**config.mk**
```make
export PLATFORM = sky130hd
export DESIGN_NAME = ecc_mem_top
export DESIGN_NICKNAME = d
export VERILOG_FILES = /design/src/design/ecc_pkg.sv /design/src/design/ecc_mem_top.sv /design/src/design/ecc_scrubber.sv /design/src/design/mem_arbiter.sv /design/src/design/ecc_word_ram.sv /design/src/design/ecc_51_decoder.sv
export SDC_FILE = /design/constraint.sdc
export NUM_CORES = 2
export LEC_CHECK = 0
export BUFFER_PORTS_ARGS = -buffer_cell sky130_fd_sc_hd__buf_4
export CAP_MARGIN = 20
export CORE_ASPECT_RATIO = 1.75
export CORE_UTILIZATION = 35
export CTS_CLUSTER_SIZE = 30
export DETAILED_ROUTE_END_ITERATION = 7
export PLACE_DENSITY_LB_ADDON = 0.2
export SLEW_MARGIN = 20
export SYNTH_ARGS = -nofsm -noshare
export SYNTH_HDL_FRONTEND = slang
export SYNTH_SLANG_ARGS = --single-unit
```
**constraint.sdc**
```tcl
create_clock -name clk -period 9.3 [get_ports clk]
set_input_delay 0.465 -clock clk [delete_from_list [all_inputs] [get_ports clk]]
set_output_delay 0.465 -clock clk [all_outputs]
set_load 0.05 [all_outputs]
```
**src/design/ecc_pkg.sv**
```systemverilog
package ecc_pkg;

    // ~~~~~~~~~~~~~~~~~~~~~~~~~~~~~~~~~~~~~~~~~~~~~~~~~~~~~~~~~~
    // Widths and memory shape.
    // ~~~~~~~~~~~~~~~~~~~~~~~~~~~~~~~~~~~~~~~~~~~~~~~~~~~~~~~~~~
    localparam int DATA_WIDTH     = 51;
    localparam int CHECK_WIDTH    = 7;
    localparam int CODE_WIDTH     = DATA_WIDTH + CHECK_WIDTH;
    localparam int ADDR_WIDTH     = 6;
    localparam int MEM_DEPTH      = 64;
    localparam int COUNT_WIDTH    = 16;
    localparam int SCRUB_INTERVAL = 4;                       // idle cycles between scrub reads.
    localparam int INTERVAL_WIDTH = $clog2(SCRUB_INTERVAL + 1);

    typedef logic [DATA_WIDTH-1:0]     data_word_t;
    typedef logic [CHECK_WIDTH-1:0]    check_word_t;
    typedef logic [CODE_WIDTH-1:0]     inject_mask_t;
    typedef logic [ADDR_WIDTH-1:0]     mem_addr_t;
    typedef logic [COUNT_WIDTH-1:0]    err_count_t;
    typedef logic [INTERVAL_WIDTH-1:0] interval_t;

    typedef struct packed {
        data_word_t  data;                                   // upper 51 bits of the codeword.
        check_word_t check;
    } codeword_t;

    // ~~~~~~~~~~~~~~~~~~~~~~~~~~~~~~~~~~~~~~~~~~~~~~~~~~~~~~~~~~
    // Request and result bundles.
    // ~~~~~~~~~~~~~~~~~~~~~~~~~~~~~~~~~~~~~~~~~~~~~~~~~~~~~~~~~~
    typedef struct packed {
        logic         valid;
        logic         write;
        mem_addr_t    addr;
        data_word_t   data;
        inject_mask_t inject;                                // xored into the stored codeword.
    } host_req_t;

    typedef struct packed {
        logic       valid;
        logic       write;
        mem_addr_t  addr;
        data_word_t data;
    } scrub_req_t;

    typedef struct packed {
        logic      valid;
        logic      write;
        mem_addr_t addr;
        codeword_t codeword;
    } mem_cmd_t;

    typedef struct packed {
        data_word_t data;
        logic       sbit_err;
        logic       dbit_err;
    } decode_t;

    typedef struct packed {
        logic       valid;
        data_word_t data;
        logic       sbit_err;
        logic       dbit_err;
    } read_result_t;

    // check bits of a data word, shared by the write path and the decoder.
    function automatic check_word_t ecc_encode(input data_word_t d);
        check_word_t p;
        p[0] = d[0] ^ d[1] ^ d[3] ^ d[4] ^ d[6] ^ d[8] ^ d[10] ^ d[11] ^ d[13] ^ d[15] ^
               d[17] ^ d[19] ^ d[21] ^ d[23] ^ d[25] ^ d[26] ^ d[28] ^ d[30] ^ d[32] ^
               d[34] ^ d[36] ^ d[38] ^ d[40] ^ d[42] ^ d[44] ^ d[46] ^ d[48] ^ d[50];
        p[1] = d[0] ^ d[2] ^ d[3] ^ d[5] ^ d[6] ^ d[9] ^ d[10] ^ d[12] ^ d[13] ^ d[16] ^
               d[17] ^ d[20] ^ d[21] ^ d[24] ^ d[25] ^ d[27] ^ d[28] ^ d[31] ^ d[32] ^
               d[35] ^ d[36] ^ d[39] ^ d[40] ^ d[43] ^ d[44] ^ d[47] ^ d[48];
        p[2] = d[1] ^ d[2] ^ d[3] ^ d[7] ^ d[8] ^ d[9] ^ d[10] ^ d[14] ^ d[15] ^ d[16] ^
               d[17] ^ d[22] ^ d[23] ^ d[24] ^ d[25] ^ d[29] ^ d[30] ^ d[31] ^ d[32] ^
               d[37] ^ d[38] ^ d[39] ^ d[40] ^ d[45] ^ d[46] ^ d[47] ^ d[48];
        p[3] = (^d[10:4]) ^ (^d[25:18]) ^ (^d[40:33]) ^ (^d[50:49]);
        p[4] = (^d[25:11]) ^ (^d[50:41]);
        p[5] = ^d[50:26];
        p[6] = d[0] ^ d[1] ^ d[2] ^ d[4] ^ d[5] ^ d[7] ^ d[10] ^ d[11] ^ d[12] ^ d[14] ^
               d[17] ^ d[18] ^ d[21] ^ d[23] ^ d[24] ^ d[26] ^ d[27] ^ d[29] ^ d[32] ^
               d[33] ^ d[36] ^ d[38] ^ d[39] ^ d[41] ^ d[44] ^ d[46] ^ d[47] ^ d[50];
        return p;
    endfunction

endpackage
```
**src/design/ecc_mem_top.sv**
```systemverilog
module ecc_mem_top (
    input  logic                clk,
    input  logic                reset,
    input  ecc_pkg::host_req_t  host_req,
    input  logic                ecc_bypass,
    input  logic                scrub_enable,
    output logic                rd_valid,
    output ecc_pkg::data_word_t rd_data,
    output logic                rd_sbit_err,
    output logic                rd_dbit_err,
    output ecc_pkg::err_count_t corrected_count,
    output ecc_pkg::err_count_t uncorrectable_count
);

    ecc_pkg::scrub_req_t   scrub_req;
    logic                  scrub_grant;
    ecc_pkg::mem_cmd_t     cmd;
    logic                  host_wr;
    ecc_pkg::mem_addr_t    host_wr_addr;
    ecc_pkg::codeword_t    rd_codeword;
    ecc_pkg::decode_t      decoded;
    ecc_pkg::read_result_t host_rd;
    ecc_pkg::read_result_t scrub_rd;

    // ~~~~~~~~~~~~~~~~~~~~~~~~~~~~~~~~~~~~~~~~~~~~~~~~~~~~~~~~~~
    // Datapath.
    // ~~~~~~~~~~~~~~~~~~~~~~~~~~~~~~~~~~~~~~~~~~~~~~~~~~~~~~~~~~
    mem_arbiter i_arbiter (
        .clk          (clk),
        .reset        (reset),
        .host_req     (host_req),
        .scrub_req    (scrub_req),
        .scrub_grant  (scrub_grant),
        .cmd          (cmd),
        .host_wr      (host_wr),
        .host_wr_addr (host_wr_addr),
        .decoded      (decoded),
        .host_rd      (host_rd),
        .scrub_rd     (scrub_rd)
    );

    ecc_word_ram i_ram (
        .clk         (clk),
        .cmd         (cmd),
        .rd_codeword (rd_codeword)
    );

    ecc_51_decoder i_decoder (
        .codeword (rd_codeword),
        .bypass   (ecc_bypass),
        .data     (decoded.data),
        .sbit_err (decoded.sbit_err),
        .dbit_err (decoded.dbit_err)
    );

    ecc_scrubber i_scrubber (
        .clk                 (clk),
        .reset               (reset),
        .scrub_enable        (scrub_enable),
        .bypass              (ecc_bypass),
        .scrub_req           (scrub_req),
        .scrub_grant         (scrub_grant),
        .scrub_rd            (scrub_rd),
        .host_wr             (host_wr),
        .host_wr_addr        (host_wr_addr),
        .corrected_count     (corrected_count),
        .uncorrectable_count (uncorrectable_count)
    );

    // ~~~~~~~~~~~~~~~~~~~~~~~~~~~~~~~~~~~~~~~~~~~~~~~~~~~~~~~~~~
    // Host read output register.
    // ~~~~~~~~~~~~~~~~~~~~~~~~~~~~~~~~~~~~~~~~~~~~~~~~~~~~~~~~~~
    always_ff @(posedge clk) begin
        if (reset) begin
            rd_valid    <= 1'b0;
            rd_sbit_err <= 1'b0;
            rd_dbit_err <= 1'b0;
        end else begin
            rd_valid    <= host_rd.valid;
            rd_sbit_err <= host_rd.valid && host_rd.sbit_err; // flags only travel with rd_valid.
            rd_dbit_err <= host_rd.valid && host_rd.dbit_err;
        end
    end

    always_ff @(posedge clk) begin
        if (host_rd.valid) begin
            rd_data <= host_rd.data;                         // held until the next host read.
        end
    end

endmodule

```
**src/design/ecc_scrubber.sv**
```systemverilog
module ecc_scrubber (
    input  logic                  clk,
    input  logic                  reset,
    input  logic                  scrub_enable,
    input  logic                  bypass,
    output ecc_pkg::scrub_req_t   scrub_req,
    input  logic                  scrub_grant,
    input  ecc_pkg::read_result_t scrub_rd,
    input  logic                  host_wr,
    input  ecc_pkg::mem_addr_t    host_wr_addr,
    output ecc_pkg::err_count_t   corrected_count,
    output ecc_pkg::err_count_t   uncorrectable_count
);

    typedef enum logic [1:0] {
        ST_WAIT,
        ST_READ,
        ST_RESULT,
        ST_WRITE_BACK
    } state_t;

    state_t              state;
    ecc_pkg::interval_t  idle_count;
    ecc_pkg::mem_addr_t  scrub_addr;
    ecc_pkg::data_word_t wb_data;
    logic                host_hit;
    logic                fix_seen;
    logic                bad_seen;

    function automatic ecc_pkg::err_count_t sat_inc(input ecc_pkg::err_count_t count);
        return (count == '1) ? count : count + 1'b1;
    endfunction

    assign host_hit = host_wr && (host_wr_addr == scrub_addr); // newer data, drop the fix.
    assign fix_seen = scrub_rd.valid && scrub_rd.sbit_err && !bypass;
    assign bad_seen = scrub_rd.valid && scrub_rd.dbit_err && !bypass;

    always_comb begin
        scrub_req.valid = (state == ST_READ) || (state == ST_WRITE_BACK);
        scrub_req.write = (state == ST_WRITE_BACK);
        scrub_req.addr  = scrub_addr;
        scrub_req.data  = wb_data;
    end

    // ~~~~~~~~~~~~~~~~~~~~~~~~~~~~~~~~~~~~~~~~~~~~~~~~~~~~~~~~~~
    // Sweep FSM.
    // ~~~~~~~~~~~~~~~~~~~~~~~~~~~~~~~~~~~~~~~~~~~~~~~~~~~~~~~~~~
    always_ff @(posedge clk) begin
        if (reset) begin
            state               <= ST_WAIT;
            idle_count          <= '0;
            scrub_addr          <= '0;
            corrected_count     <= '0;
            uncorrectable_count <= '0;
        end else begin
            case (state)
                ST_WAIT: begin
                    if (!scrub_enable) begin
                        idle_count <= '0;
                    end else if (idle_count == ecc_pkg::interval_t'(ecc_pkg::SCRUB_INTERVAL - 1)) begin
                        idle_count <= '0;
                        state      <= ST_READ;
                    end else begin
                        idle_count <= idle_count + 1'b1;
                    end
                end
                ST_READ: begin
                    if (scrub_grant) begin
                        state <= ST_RESULT;                  // held until the host is quiet.
                    end
                end
                ST_RESULT: begin
                    if (fix_seen && !host_hit) begin
                        state <= ST_WRITE_BACK;
                    end else begin
                        scrub_addr <= scrub_addr + 1'b1;
                        state      <= ST_WAIT;
                    end
                    if (bad_seen) begin
                        uncorrectable_count <= sat_inc(uncorrectable_count);
                    end
                end
                ST_WRITE_BACK: begin
                    if (host_hit) begin
                        scrub_addr <= scrub_addr + 1'b1;
                        state      <= ST_WAIT;
                    end else if (scrub_grant) begin
                        corrected_count <= sat_inc(corrected_count);
                        scrub_addr      <= scrub_addr + 1'b1;
                        state           <= ST_WAIT;
                    end
                end
                default: begin
                    state <= ST_WAIT;
                end
            endcase
        end
    end

    always_ff @(posedge clk) begin
        if (state == ST_RESULT && fix_seen) begin
            wb_data <= scrub_rd.data;                        // corrected word for the write-back.
        end
    end

endmodule

```
**src/design/mem_arbiter.sv**
```systemverilog
module mem_arbiter (
    input  logic                  clk,
    input  logic                  reset,
    input  ecc_pkg::host_req_t    host_req,
    input  ecc_pkg::scrub_req_t   scrub_req,
    output logic                  scrub_grant,
    output ecc_pkg::mem_cmd_t     cmd,
    output logic                  host_wr,
    output ecc_pkg::mem_addr_t    host_wr_addr,
    input  ecc_pkg::decode_t      decoded,
    output ecc_pkg::read_result_t host_rd,
    output ecc_pkg::read_result_t scrub_rd
);

    ecc_pkg::data_word_t wr_data;
    ecc_pkg::codeword_t  clean_word;
    logic                rd_pending;
    logic                rd_owner_host;

    // ~~~~~~~~~~~~~~~~~~~~~~~~~~~~~~~~~~~~~~~~~~~~~~~~~~~~~~~~~~
    // Port ownership and command.
    // ~~~~~~~~~~~~~~~~~~~~~~~~~~~~~~~~~~~~~~~~~~~~~~~~~~~~~~~~~~
    assign scrub_grant  = scrub_req.valid && !host_req.valid; // the host is never refused.
    assign host_wr      = host_req.valid && host_req.write;
    assign host_wr_addr = host_req.addr;

    assign wr_data          = host_req.valid ? host_req.data : scrub_req.data;
    assign clean_word.data  = wr_data;
    assign clean_word.check = ecc_pkg::ecc_encode(wr_data);

    always_comb begin
        cmd = '0;
        if (host_req.valid) begin
            cmd.valid    = 1'b1;
            cmd.write    = host_req.write;
            cmd.addr     = host_req.addr;
            cmd.codeword = clean_word ^ host_req.inject;     // deliberate corruption on writes.
        end else if (scrub_grant) begin
            cmd.valid    = 1'b1;
            cmd.write    = scrub_req.write;
            cmd.addr     = scrub_req.addr;
            cmd.codeword = clean_word;
        end
    end

    // ~~~~~~~~~~~~~~~~~~~~~~~~~~~~~~~~~~~~~~~~~~~~~~~~~~~~~~~~~~
    // Read return routing.
    // ~~~~~~~~~~~~~~~~~~~~~~~~~~~~~~~~~~~~~~~~~~~~~~~~~~~~~~~~~~
    always_ff @(posedge clk) begin
        if (reset) begin
            rd_pending    <= 1'b0;
            rd_owner_host <= 1'b0;
        end else begin
            rd_pending    <= cmd.valid && !cmd.write;
            rd_owner_host <= host_req.valid;                 // tag lines up with rd_codeword.
        end
    end

    always_comb begin
        host_rd.valid    = rd_pending && rd_owner_host;
        host_rd.data     = decoded.data;
        host_rd.sbit_err = decoded.sbit_err;
        host_rd.dbit_err = decoded.dbit_err;
        scrub_rd         = host_rd;
        scrub_rd.valid   = rd_pending && !rd_owner_host;
    end

endmodule

```
**src/design/ecc_word_ram.sv**
```systemverilog
module ecc_word_ram (
    input  logic               clk,
    input  ecc_pkg::mem_cmd_t  cmd,
    output ecc_pkg::codeword_t rd_codeword
);

    ecc_pkg::codeword_t mem [ecc_pkg::MEM_DEPTH];

    // single port, so a command is either a write or a read.
    always_ff @(posedge clk) begin
        if (cmd.valid) begin
            if (cmd.write) begin
                mem[cmd.addr] <= cmd.codeword;
            end else begin
                rd_codeword <= mem[cmd.addr];                // data is back one cycle later.
            end
        end
    end

endmodule

```
**src/design/ecc_51_decoder.sv**
```systemverilog
module ecc_51_decoder (
    input  ecc_pkg::codeword_t  codeword,
    input  logic                bypass,
    output ecc_pkg::data_word_t data,
    output logic                sbit_err,
    output logic                dbit_err
);

    ecc_pkg::check_word_t syndrome;
    ecc_pkg::data_word_t  flip_mask;
    logic                 data_hit;
    logic                 check_hit;
    logic                 no_error;

    // ~~~~~~~~~~~~~~~~~~~~~~~~~~~~~~~~~~~~~~~~~~~~~~~~~~~~~~~~~~
    // Syndrome and correction mask.
    // ~~~~~~~~~~~~~~~~~~~~~~~~~~~~~~~~~~~~~~~~~~~~~~~~~~~~~~~~~~
    assign syndrome = codeword.check ^ ecc_pkg::ecc_encode(codeword.data);

    // each data column code is the encoding of a one-hot word.
    always_comb begin
        flip_mask = '0;
        for (int i = 0; i < ecc_pkg::DATA_WIDTH; i++) begin
            if (syndrome == ecc_pkg::ecc_encode(ecc_pkg::data_word_t'(1) << i)) begin
                flip_mask[i] = 1'b1;
            end
        end
    end

    // ~~~~~~~~~~~~~~~~~~~~~~~~~~~~~~~~~~~~~~~~~~~~~~~~~~~~~~~~~~
    // Classification.
    // ~~~~~~~~~~~~~~~~~~~~~~~~~~~~~~~~~~~~~~~~~~~~~~~~~~~~~~~~~~
    assign data_hit  = |flip_mask;
    assign check_hit = $onehot(syndrome);                     // a flipped check bit only.
    assign no_error  = (syndrome == '0);

    always_comb begin
        if (bypass) begin
            data     = codeword.data;
            sbit_err = 1'b0;
            dbit_err = 1'b0;
        end else begin
            data     = codeword.data ^ flip_mask;
            sbit_err = data_hit || check_hit;
            dbit_err = !no_error && !data_hit && !check_hit; // any unmatched syndrome.
        end
    end

endmodule

```
# Yosys cells after proc, flatten, opt, wreduce, memory -nomap -nowiden
# Memories as Yosys holds them, arrays and structs flattened. A register that Yosys moved wholly into a read port is not among the register bits.
# Index checks and enable logic that the tools add are counted.
# W data, S select, Z words.
# classes
add_sub_neg,10
n_eq_ne,64
n_mux,73
bitwise,225
reduce_logical,49
# ops
cell,n
$xor A1 B1 Y1,218
$eq A7 B7 Y1 const B,28
$mux W66,2
$mux W51,2
$eq A7 B6 Y1 const B,12
$xor A58 B58 Y58,1
$mux W1,56
$reduce_or A51 Y1,1
$xor A51 B51 Y51,1
$reduce_xor A25 Y1,2
$eq A7 B5 Y1 const B,7
$add A16 B1 Y16 const B,2
$eq A16 B16 Y1 const B,2
$reduce_xor A8 Y1,4
$reduce_xor A15 Y1,2
$eq A7 B4 Y1 const B,3
$reduce_xor A10 Y1,2
$mux W6,3
$logic_and A1 B1 Y1,16
$reduce_xor A7 Y1,2
$mux W2,6
$pmux W6 S2,1
$logic_not A1 Y1,8
$pmux W2 S4,1
other kinds (25),39
# word_totals
register_bits,150
ram_bits,3712
out_inout_bits,86
word_cells,434
memories,1
# mem_list
memory,depth,word_bits,rd,rd_ports_with_merged_regs,write_ports,line_no,rtl
i_ram.mem,64,58,1,1,1,ecc_word_ram.sv:7,ecc_pkg::codeword_t mem [ecc_pkg::MEM_DEPTH];

# Longest topological paths before layout
# logic_depth
word_depth,39
depth_mapped,23

# Cells and area by module
# From an unflattened synthesis, not the netlist that was laid out.
# unflattened
cells_unflattened,9003
area_unflattened_um2,155277.7
# by_module_without_submodules
mod,n_inst,cells_per_inst,area_per_inst_um2,seq_area_each_um2
ecc_word_ram,1,7719,142797.0,113208.6
mem_arbiter,1,550,4020.1,40.0
ecc_scrubber,1,327,3865.0,2392.3
ecc_51_decoder,1,350,2975.4,0.0
ecc_mem_top,1,57,1620.3,1591.5

# Worst setup path after synthesis
# OpenSTA, ideal clock, no wires.
# synth_path
path_type,register to register
start,"reg, netlist name i_ram.rd_codeword[30]"
end,"reg i_scrubber.wb_data[0], enable pin"
arrival_ns,6.330
t_required_ns,8.840
setup_slack_ns,2.510
path_stages_with_launch,21
path_buffers,2
path_cell_list,edfxtp_1 > xnor2_1 > xnor2_2 > xnor3_1 > xor2_1 > nor3_1 > or2_0 > buf_2 > clkbuf_1 > inv_1 > fa_1 > inv_1 > fa_1 > xnor2_1 > nor3b_1 > a31oi_1 > nand4_1 > a2111oi_4 > and2_1 > and3_1 > nor2_1
# synth_via
elab_chain_cells,25
word_cells_on_any_way,167
classes_between,6 x add/sub; 52 x eq/ne; 52 x mux; 50 x bitwise; 7 x reduce/logical
# synth_lines
item,line_no,rtl
"$xor A1 B1 Y1, on equally long branches (7 in series)","ecc_pkg.sv:69, ecc_pkg.sv:75",
"$xor A1 B1 Y1, on equally long branches","ecc_pkg.sv:70, ecc_pkg.sv:75",
"$xor A1 B1 Y1, on equally long branches (7 in series)","ecc_pkg.sv:70, ecc_pkg.sv:76",
$xor A7 B7 Y7 *,ecc_51_decoder.sv:18,assign syndrome = codeword.check ^ ecc_pkg::ecc_encode(codeword.data);
$add A1 B1 Y2 (implied by the code),ecc_51_decoder.sv:34,assign check_hit = $onehot(syndrome);
$add A3 B3 Y3 (implied by the code) (2 in series),ecc_51_decoder.sv:34,
$eq A3 B1 Y1,ecc_51_decoder.sv:34,
$logic_or A1 B1 Y1 *,ecc_51_decoder.sv:44,sbit_err = data_hit || check_hit;
$mux W1 *,ecc_51_decoder.sv:38,if (bypass) begin
$logic_and A1 B1 Y1 * (2 in series),ecc_scrubber.sv:35,assign fix_seen = scrub_rd.valid && scrub_rd.sbit_err && !bypass;
$logic_and A1 B1 Y1 *,ecc_scrubber.sv:101,if (state == ST_RESULT && fix_seen) begin
end signal: assignment,ecc_scrubber.sv:102,wb_data <= scrub_rd.data;
end: declaration,ecc_scrubber.sv:25,ecc_pkg::data_word_t wb_data;
# Mark *: on every way between the ends. The rest lies on a longest branch, timed or not.
# A chain may end at the register's enable or synchronous reset.

# Worst setup path in the final report
# layout_path
start,"reg, netlist name i_ram.rd_codeword[8]"
end,reg i_scrubber.scrub_addr[5]
# layout_via
elab_chain_cells,39
word_cells_on_any_way,196
classes_between,5 x add/sub; 53 x eq/ne; 52 x mux; 80 x bitwise; 6 x reduce/logical
# layout_lines
item,line_no,rtl
$xor A1 B1 Y1,"ecc_pkg.sv:68, ecc_pkg.sv:80",
$xor A1 B1 Y1 (9 in series),ecc_pkg.sv:68,p[0] = d[0] ^ d[1] ^ d[3] ^ d[4] ^ d[6] ^ d[8] ^ d[10] ^ d[11] ^ d[13] ^ d[15] ^
$xor A1 B1 Y1 (9 in series),ecc_pkg.sv:69,d[17] ^ d[19] ^ d[21] ^ d[23] ^ d[25] ^ d[26] ^ d[28] ^ d[30] ^ d[32] ^
$xor A1 B1 Y1 (8 in series),ecc_pkg.sv:70,d[34] ^ d[36] ^ d[38] ^ d[40] ^ d[42] ^ d[44] ^ d[46] ^ d[48] ^ d[50];
$xor A7 B7 Y7 *,ecc_51_decoder.sv:18,
$add A1 B1 Y2 (implied by the code),ecc_51_decoder.sv:34,
$add A3 B3 Y3 (implied by the code) (2 in series),ecc_51_decoder.sv:34,
$eq A3 B1 Y1,ecc_51_decoder.sv:34,
$logic_or A1 B1 Y1 *,ecc_51_decoder.sv:44,
$mux W1 *,ecc_51_decoder.sv:38,
$logic_and A1 B1 Y1 * (2 in series),ecc_scrubber.sv:35,
$logic_and A1 B1 Y1 *,ecc_scrubber.sv:73,if (fix_seen && !host_hit) begin
$ne A2 B2 Y1 (no line) *,--,
$reduce_and A3 Y1 (no line) *,--,
end signal: assignment,ecc_scrubber.sv:76,scrub_addr <= scrub_addr + 1'b1;
end signal: assignment,ecc_scrubber.sv:85,scrub_addr <= scrub_addr + 1'b1;
end signal: assignment,ecc_scrubber.sv:89,scrub_addr <= scrub_addr + 1'b1;
end: declaration,ecc_scrubber.sv:24,ecc_pkg::mem_addr_t scrub_addr;
# Marked as above.

==> flow_metrics.tcl <==
set metrics [dict create \
    drv_cap 0 \
    tritoncts_num_sinks 3920 \
    routabilityCongestion 0.909 \
    finalWirelength_um 625000 \
    run_status "complete, no violations" \
    finClkSkew_ps 86.8 \
    total_internal_power_mw 30.2 \
    synth.yosys.warnings 0 \
    timing.critical_path.arrival_ps 6930 \
    largest_net_degree_at_the_start_of_global_routing 100 \
    synth_top_family_by_area "compound AO/OA/AOI/OAI gates" \
    die_span_y_um 861 \
    yosys-mux-area-fraction_pct 0.243 \
    synth_seq_cells 3920 \
    setup_violations 0 \
    tritoncts "built" \
    power.ir.vdd_worst_mv 0.385 \
    detailedPlacementHpwl_um 364000 \
    groute.usage.overall_pct 28.7 \
    cts_root_buf "sky130_fd_sc_hd__clkbuf_16" \
    htree_levels 5 \
    min_period_ps 6100 \
    yosys.area_share.xor_xnor_pct 2.54 \
    rsz_0062_raised_after_global_routing "false" \
    grt_pass1_wl_um 824000 \
    setup.worst_path.start_class "flip-flop" \
    setup.worst_path.class "reg -> reg" \
    dr_total_vias 93200 \
    final_nets 9059 \
    share_clk_of_total_power_pct 35.8 \
    via_count_of_the_first_global_routing_pass 90900 \
    syn_area_um2 148000 \
    worstPathRequired_ps 10130 \
    power_switching_share_pct 28.1 \
    timing.max_slew.rel_slack_pct 12.3 \
    grt_overflow_total 0 \
    synth.yosys.seq_area_share_pct 79.5 \
    drt_drc_violations_left 0 \
    drive_gt1_share_pct 14.5 \
    share_of_async_settable_or_async_resettable_flops_after_synthesis_pct 0 \
    timing_hold_violations_final 0 \
    synth_area_per_cell_um2 17.3 \
    synth-simple-area-share_pct 2.88 \
    avgRoutedWirePerCell_um 42.1 \
    yosys.area_share.adder_pct 0.151 \
    rows 315 \
    synth_cell_type_count 75 \
    drt_first_iter_violations 13100 \
    timing.critical_path.to_type "flip-flop" \
    post_drt_via_cell_ratio 6.29 \
    power-per-cell-area_nw_per_um2 246 \
    timing.final.max_slew_violations 0 \
    maxClockFrequency_ghz 0.164 \
    layout_commonest_cell "sky130_fd_sc_hd__edfxtp_1" \
    netSwitchingPower_mw 11.8 \
    power.combinational.fraction_pct 16.4 \
    initial_cell_density_of_the_core_pct 35.1 \
    pin_count 207 \
    timing.final.crit_share_pct 65.6 \
    seqPwrFrac_pct 47.9 \
    area_of_the_die_um2 424000 \
    p_leak_nw 52.7 \
    die-width_um 493 \
    grt_antenna_before_repair 47 \
    path_clk_slew_ps 70 \
    coreArea_um2 420000 \
    fin_hold_ws_ps 426 \
    synth_top_flop_cell "sky130_fd_sc_hd__edfxtp_1" \
    worst_min_delay_path_category "in -> reg" \
    cts_bufs_inserted 352 \
    clock_path_buffers 4 \
    areaGrowthSynthToFinish_pct 15.7 \
    place.port_buffers 206 \
    timing.setup.tns_ps 0 \
    mostFrequentLayoutCells "sky130_fd_sc_hd__edfxtp_1 (3,872), sky130_fd_sc_hd__buf_4 (574), sky130_fd_sc_hd__nand2_1 (489)" \
    worst-slew-pin-transition_ps 1310 \
    clk_latency_ps 980 \
    synth_edf_count 3872 \
    dpl-instance-area_um2 159000 \
    syn_inst 8543 \
    worstPathMaxFanout 17 \
    synth_fp_nets 8680 \
    route.antenna.remaining_nets 0 \
    synth_compound_area_share_pct 13.1 \
    post_layout_instance_area_um2 171000 \
    drt_pass1_iterations 8 \
    r2r_setup_slack_ps 3200 \
]
==> metal layers <==
layer	GRT usage, %	up-vias	part of all wire (%)
li1	-	36300	-
met1	31.4	49500	33
met2	50.4	5737	51
met3	4.39	1657	7.8
met4	21.0	26	8.5
met5	0	-	0.025
==> metrics by stage <==
step / total power, mW / setup WS [ps] / cells / util (%)
final: 42.0 / 3200 / 14800 / 40.6
after global routing: 43.0 / 2860 / 14800 / 40.6
after CTS: 42.1 / 3120 / 14800 / 40.6
after detailed placement: 27.3 / 3200 / 14100 / 37.8
after global placement: 27.4 / 2920 / 14100 / 37.8
after floorplan: 24.3 / 2510 / 8543 / -
==> power by group through the flow <==
stage | clock network (mW) | registers (mW) | logic, mW
2_1_floorplan | 0 | 20.6 | 3.74
3_3_place_gp | 0 | 20.5 | 6.90
3_5_place_dp | 0 | 20.5 | 6.81
4_1_cts | 15.1 | 20.1 | 6.84
5_1_grt | 15.7 | 20.1 | 7.16
6_report | 15.0 | 20.1 | 6.88
==> logic make-up after synthesis <==
| group | Yosys count |
|---|---|
| AOI/OAI and AO/OA | 2566 |
| DFF | 3920 |
| buffers and inverters | 617 |
| xor gates and xnor gates | 411 |
| adders and majority gates | 16 |
| muxes | 35 |
| and+or+nand+nor | 978 |
==> cells in the mapped netlist, drive strengths merged, types with 6 or more instances <==
master   number  share of area [%]
edfxtp     3872                 79
dfxtp        48               0.65
a21oi       328                1.1
nand3       106               0.36
nor2b         8              0.034
a22oi       447                2.3
a2111oi      11              0.078
a31oi       157               0.67
o22ai        25               0.11
or3           8              0.034
buf         154               0.40
nand4        54               0.24
and3         11              0.047
nand2       497                1.3
inv          19              0.048
ha           13               0.11
o311ai        7              0.042
nor2        212               0.54
o21a          8              0.041
o21ai       339                1.2
and2          8              0.034
a222oi      365                2.5
mux2i        28               0.19
a221o        65               0.44
xnor2       323                1.9
nand3b        6              0.031
a311oi        8              0.047
xor2         81               0.49
a21boi       16              0.081
a22o        194                1.2
o221ai        6              0.036
o211ai       42               0.21
a221oi      446                2.6
nor4         18              0.076
xnor3         7               0.11
a211o         6              0.036
clkbuf      444                1.1
nor3         27               0.11
a211oi       51               0.26
mux2          7              0.053
==> repair_timing <==
| action | CTS | global route |
|---|---|---|
| hold buffers | 3 | 0 |
| endpoints found under the hold margin | 15 | 0 |
| gates resized for setup | 0 | 0 |
| setup buffers | 0 | 0 |
==> sequential cells by signal, summed over array words and instances (netlist names), 2 cells and up <==
register	count
i_ram.mem	3712
i_ram.rd_codeword	58
i_scrubber.corrected_count	16
i_scrubber.idle_count	3
i_scrubber.scrub_addr	6
i_scrubber.state	2
i_scrubber.uncorrectable_count	16
i_scrubber.wb_data	51
rd_data	51
==> cell type report <==
type	instances	area, um2
Antenna cell	74	185
Clock buffer	412	9310
Clock inverter	226	2180
Fill cell	38000	249000
Inverter	19	78.8
Multi-Input combinational cell	4006	29500
Sequential cell	3920	117000
Tap cell	5547	6940
Timing Repair Buffer	623	5280
==> path summary, 6_finish.rpt <==
check | startpoint | end | depth (start not counted)
worst min-delay path | host_req[29] | i_ram.mem[10][29] | 4
worst min register to register | i_scrubber.idle_count[2] | i_scrubber.idle_count[2] | 2
worst max register to register | i_ram.rd_codeword[8] | i_scrubber.scrub_addr[5] | 21
worst max-delay path | i_ram.rd_codeword[8] | i_scrubber.scrub_addr[5] | 21
==> critical path, cell delays in order, from the launching register on <==
cell and delay [ps]:
sky130_fd_sc_hd__edfxtp_1 460, sky130_fd_sc_hd__xnor2_1 450, sky130_fd_sc_hd__xnor2_1 140, sky130_fd_sc_hd__xnor2_1 340
sky130_fd_sc_hd__xnor2_1 140, sky130_fd_sc_hd__xnor2_1 240, sky130_fd_sc_hd__xnor2_1 150, sky130_fd_sc_hd__inv_1 110
sky130_fd_sc_hd__ha_1 590, sky130_fd_sc_hd__inv_1 160, sky130_fd_sc_hd__fa_1 520, sky130_fd_sc_hd__inv_1 50
sky130_fd_sc_hd__fa_1 370, sky130_fd_sc_hd__xnor2_1 190, sky130_fd_sc_hd__nor3b_1 90, sky130_fd_sc_hd__a31oi_1 170
sky130_fd_sc_hd__nand4_1 160, sky130_fd_sc_hd__a2111oi_4 360, sky130_fd_sc_hd__and2_1 210, sky130_fd_sc_hd__a31oi_1 310
sky130_fd_sc_hd__or4_1 600, sky130_fd_sc_hd__a21oi_1 150
No activity file was read; power rests on OpenSTA's default activity.
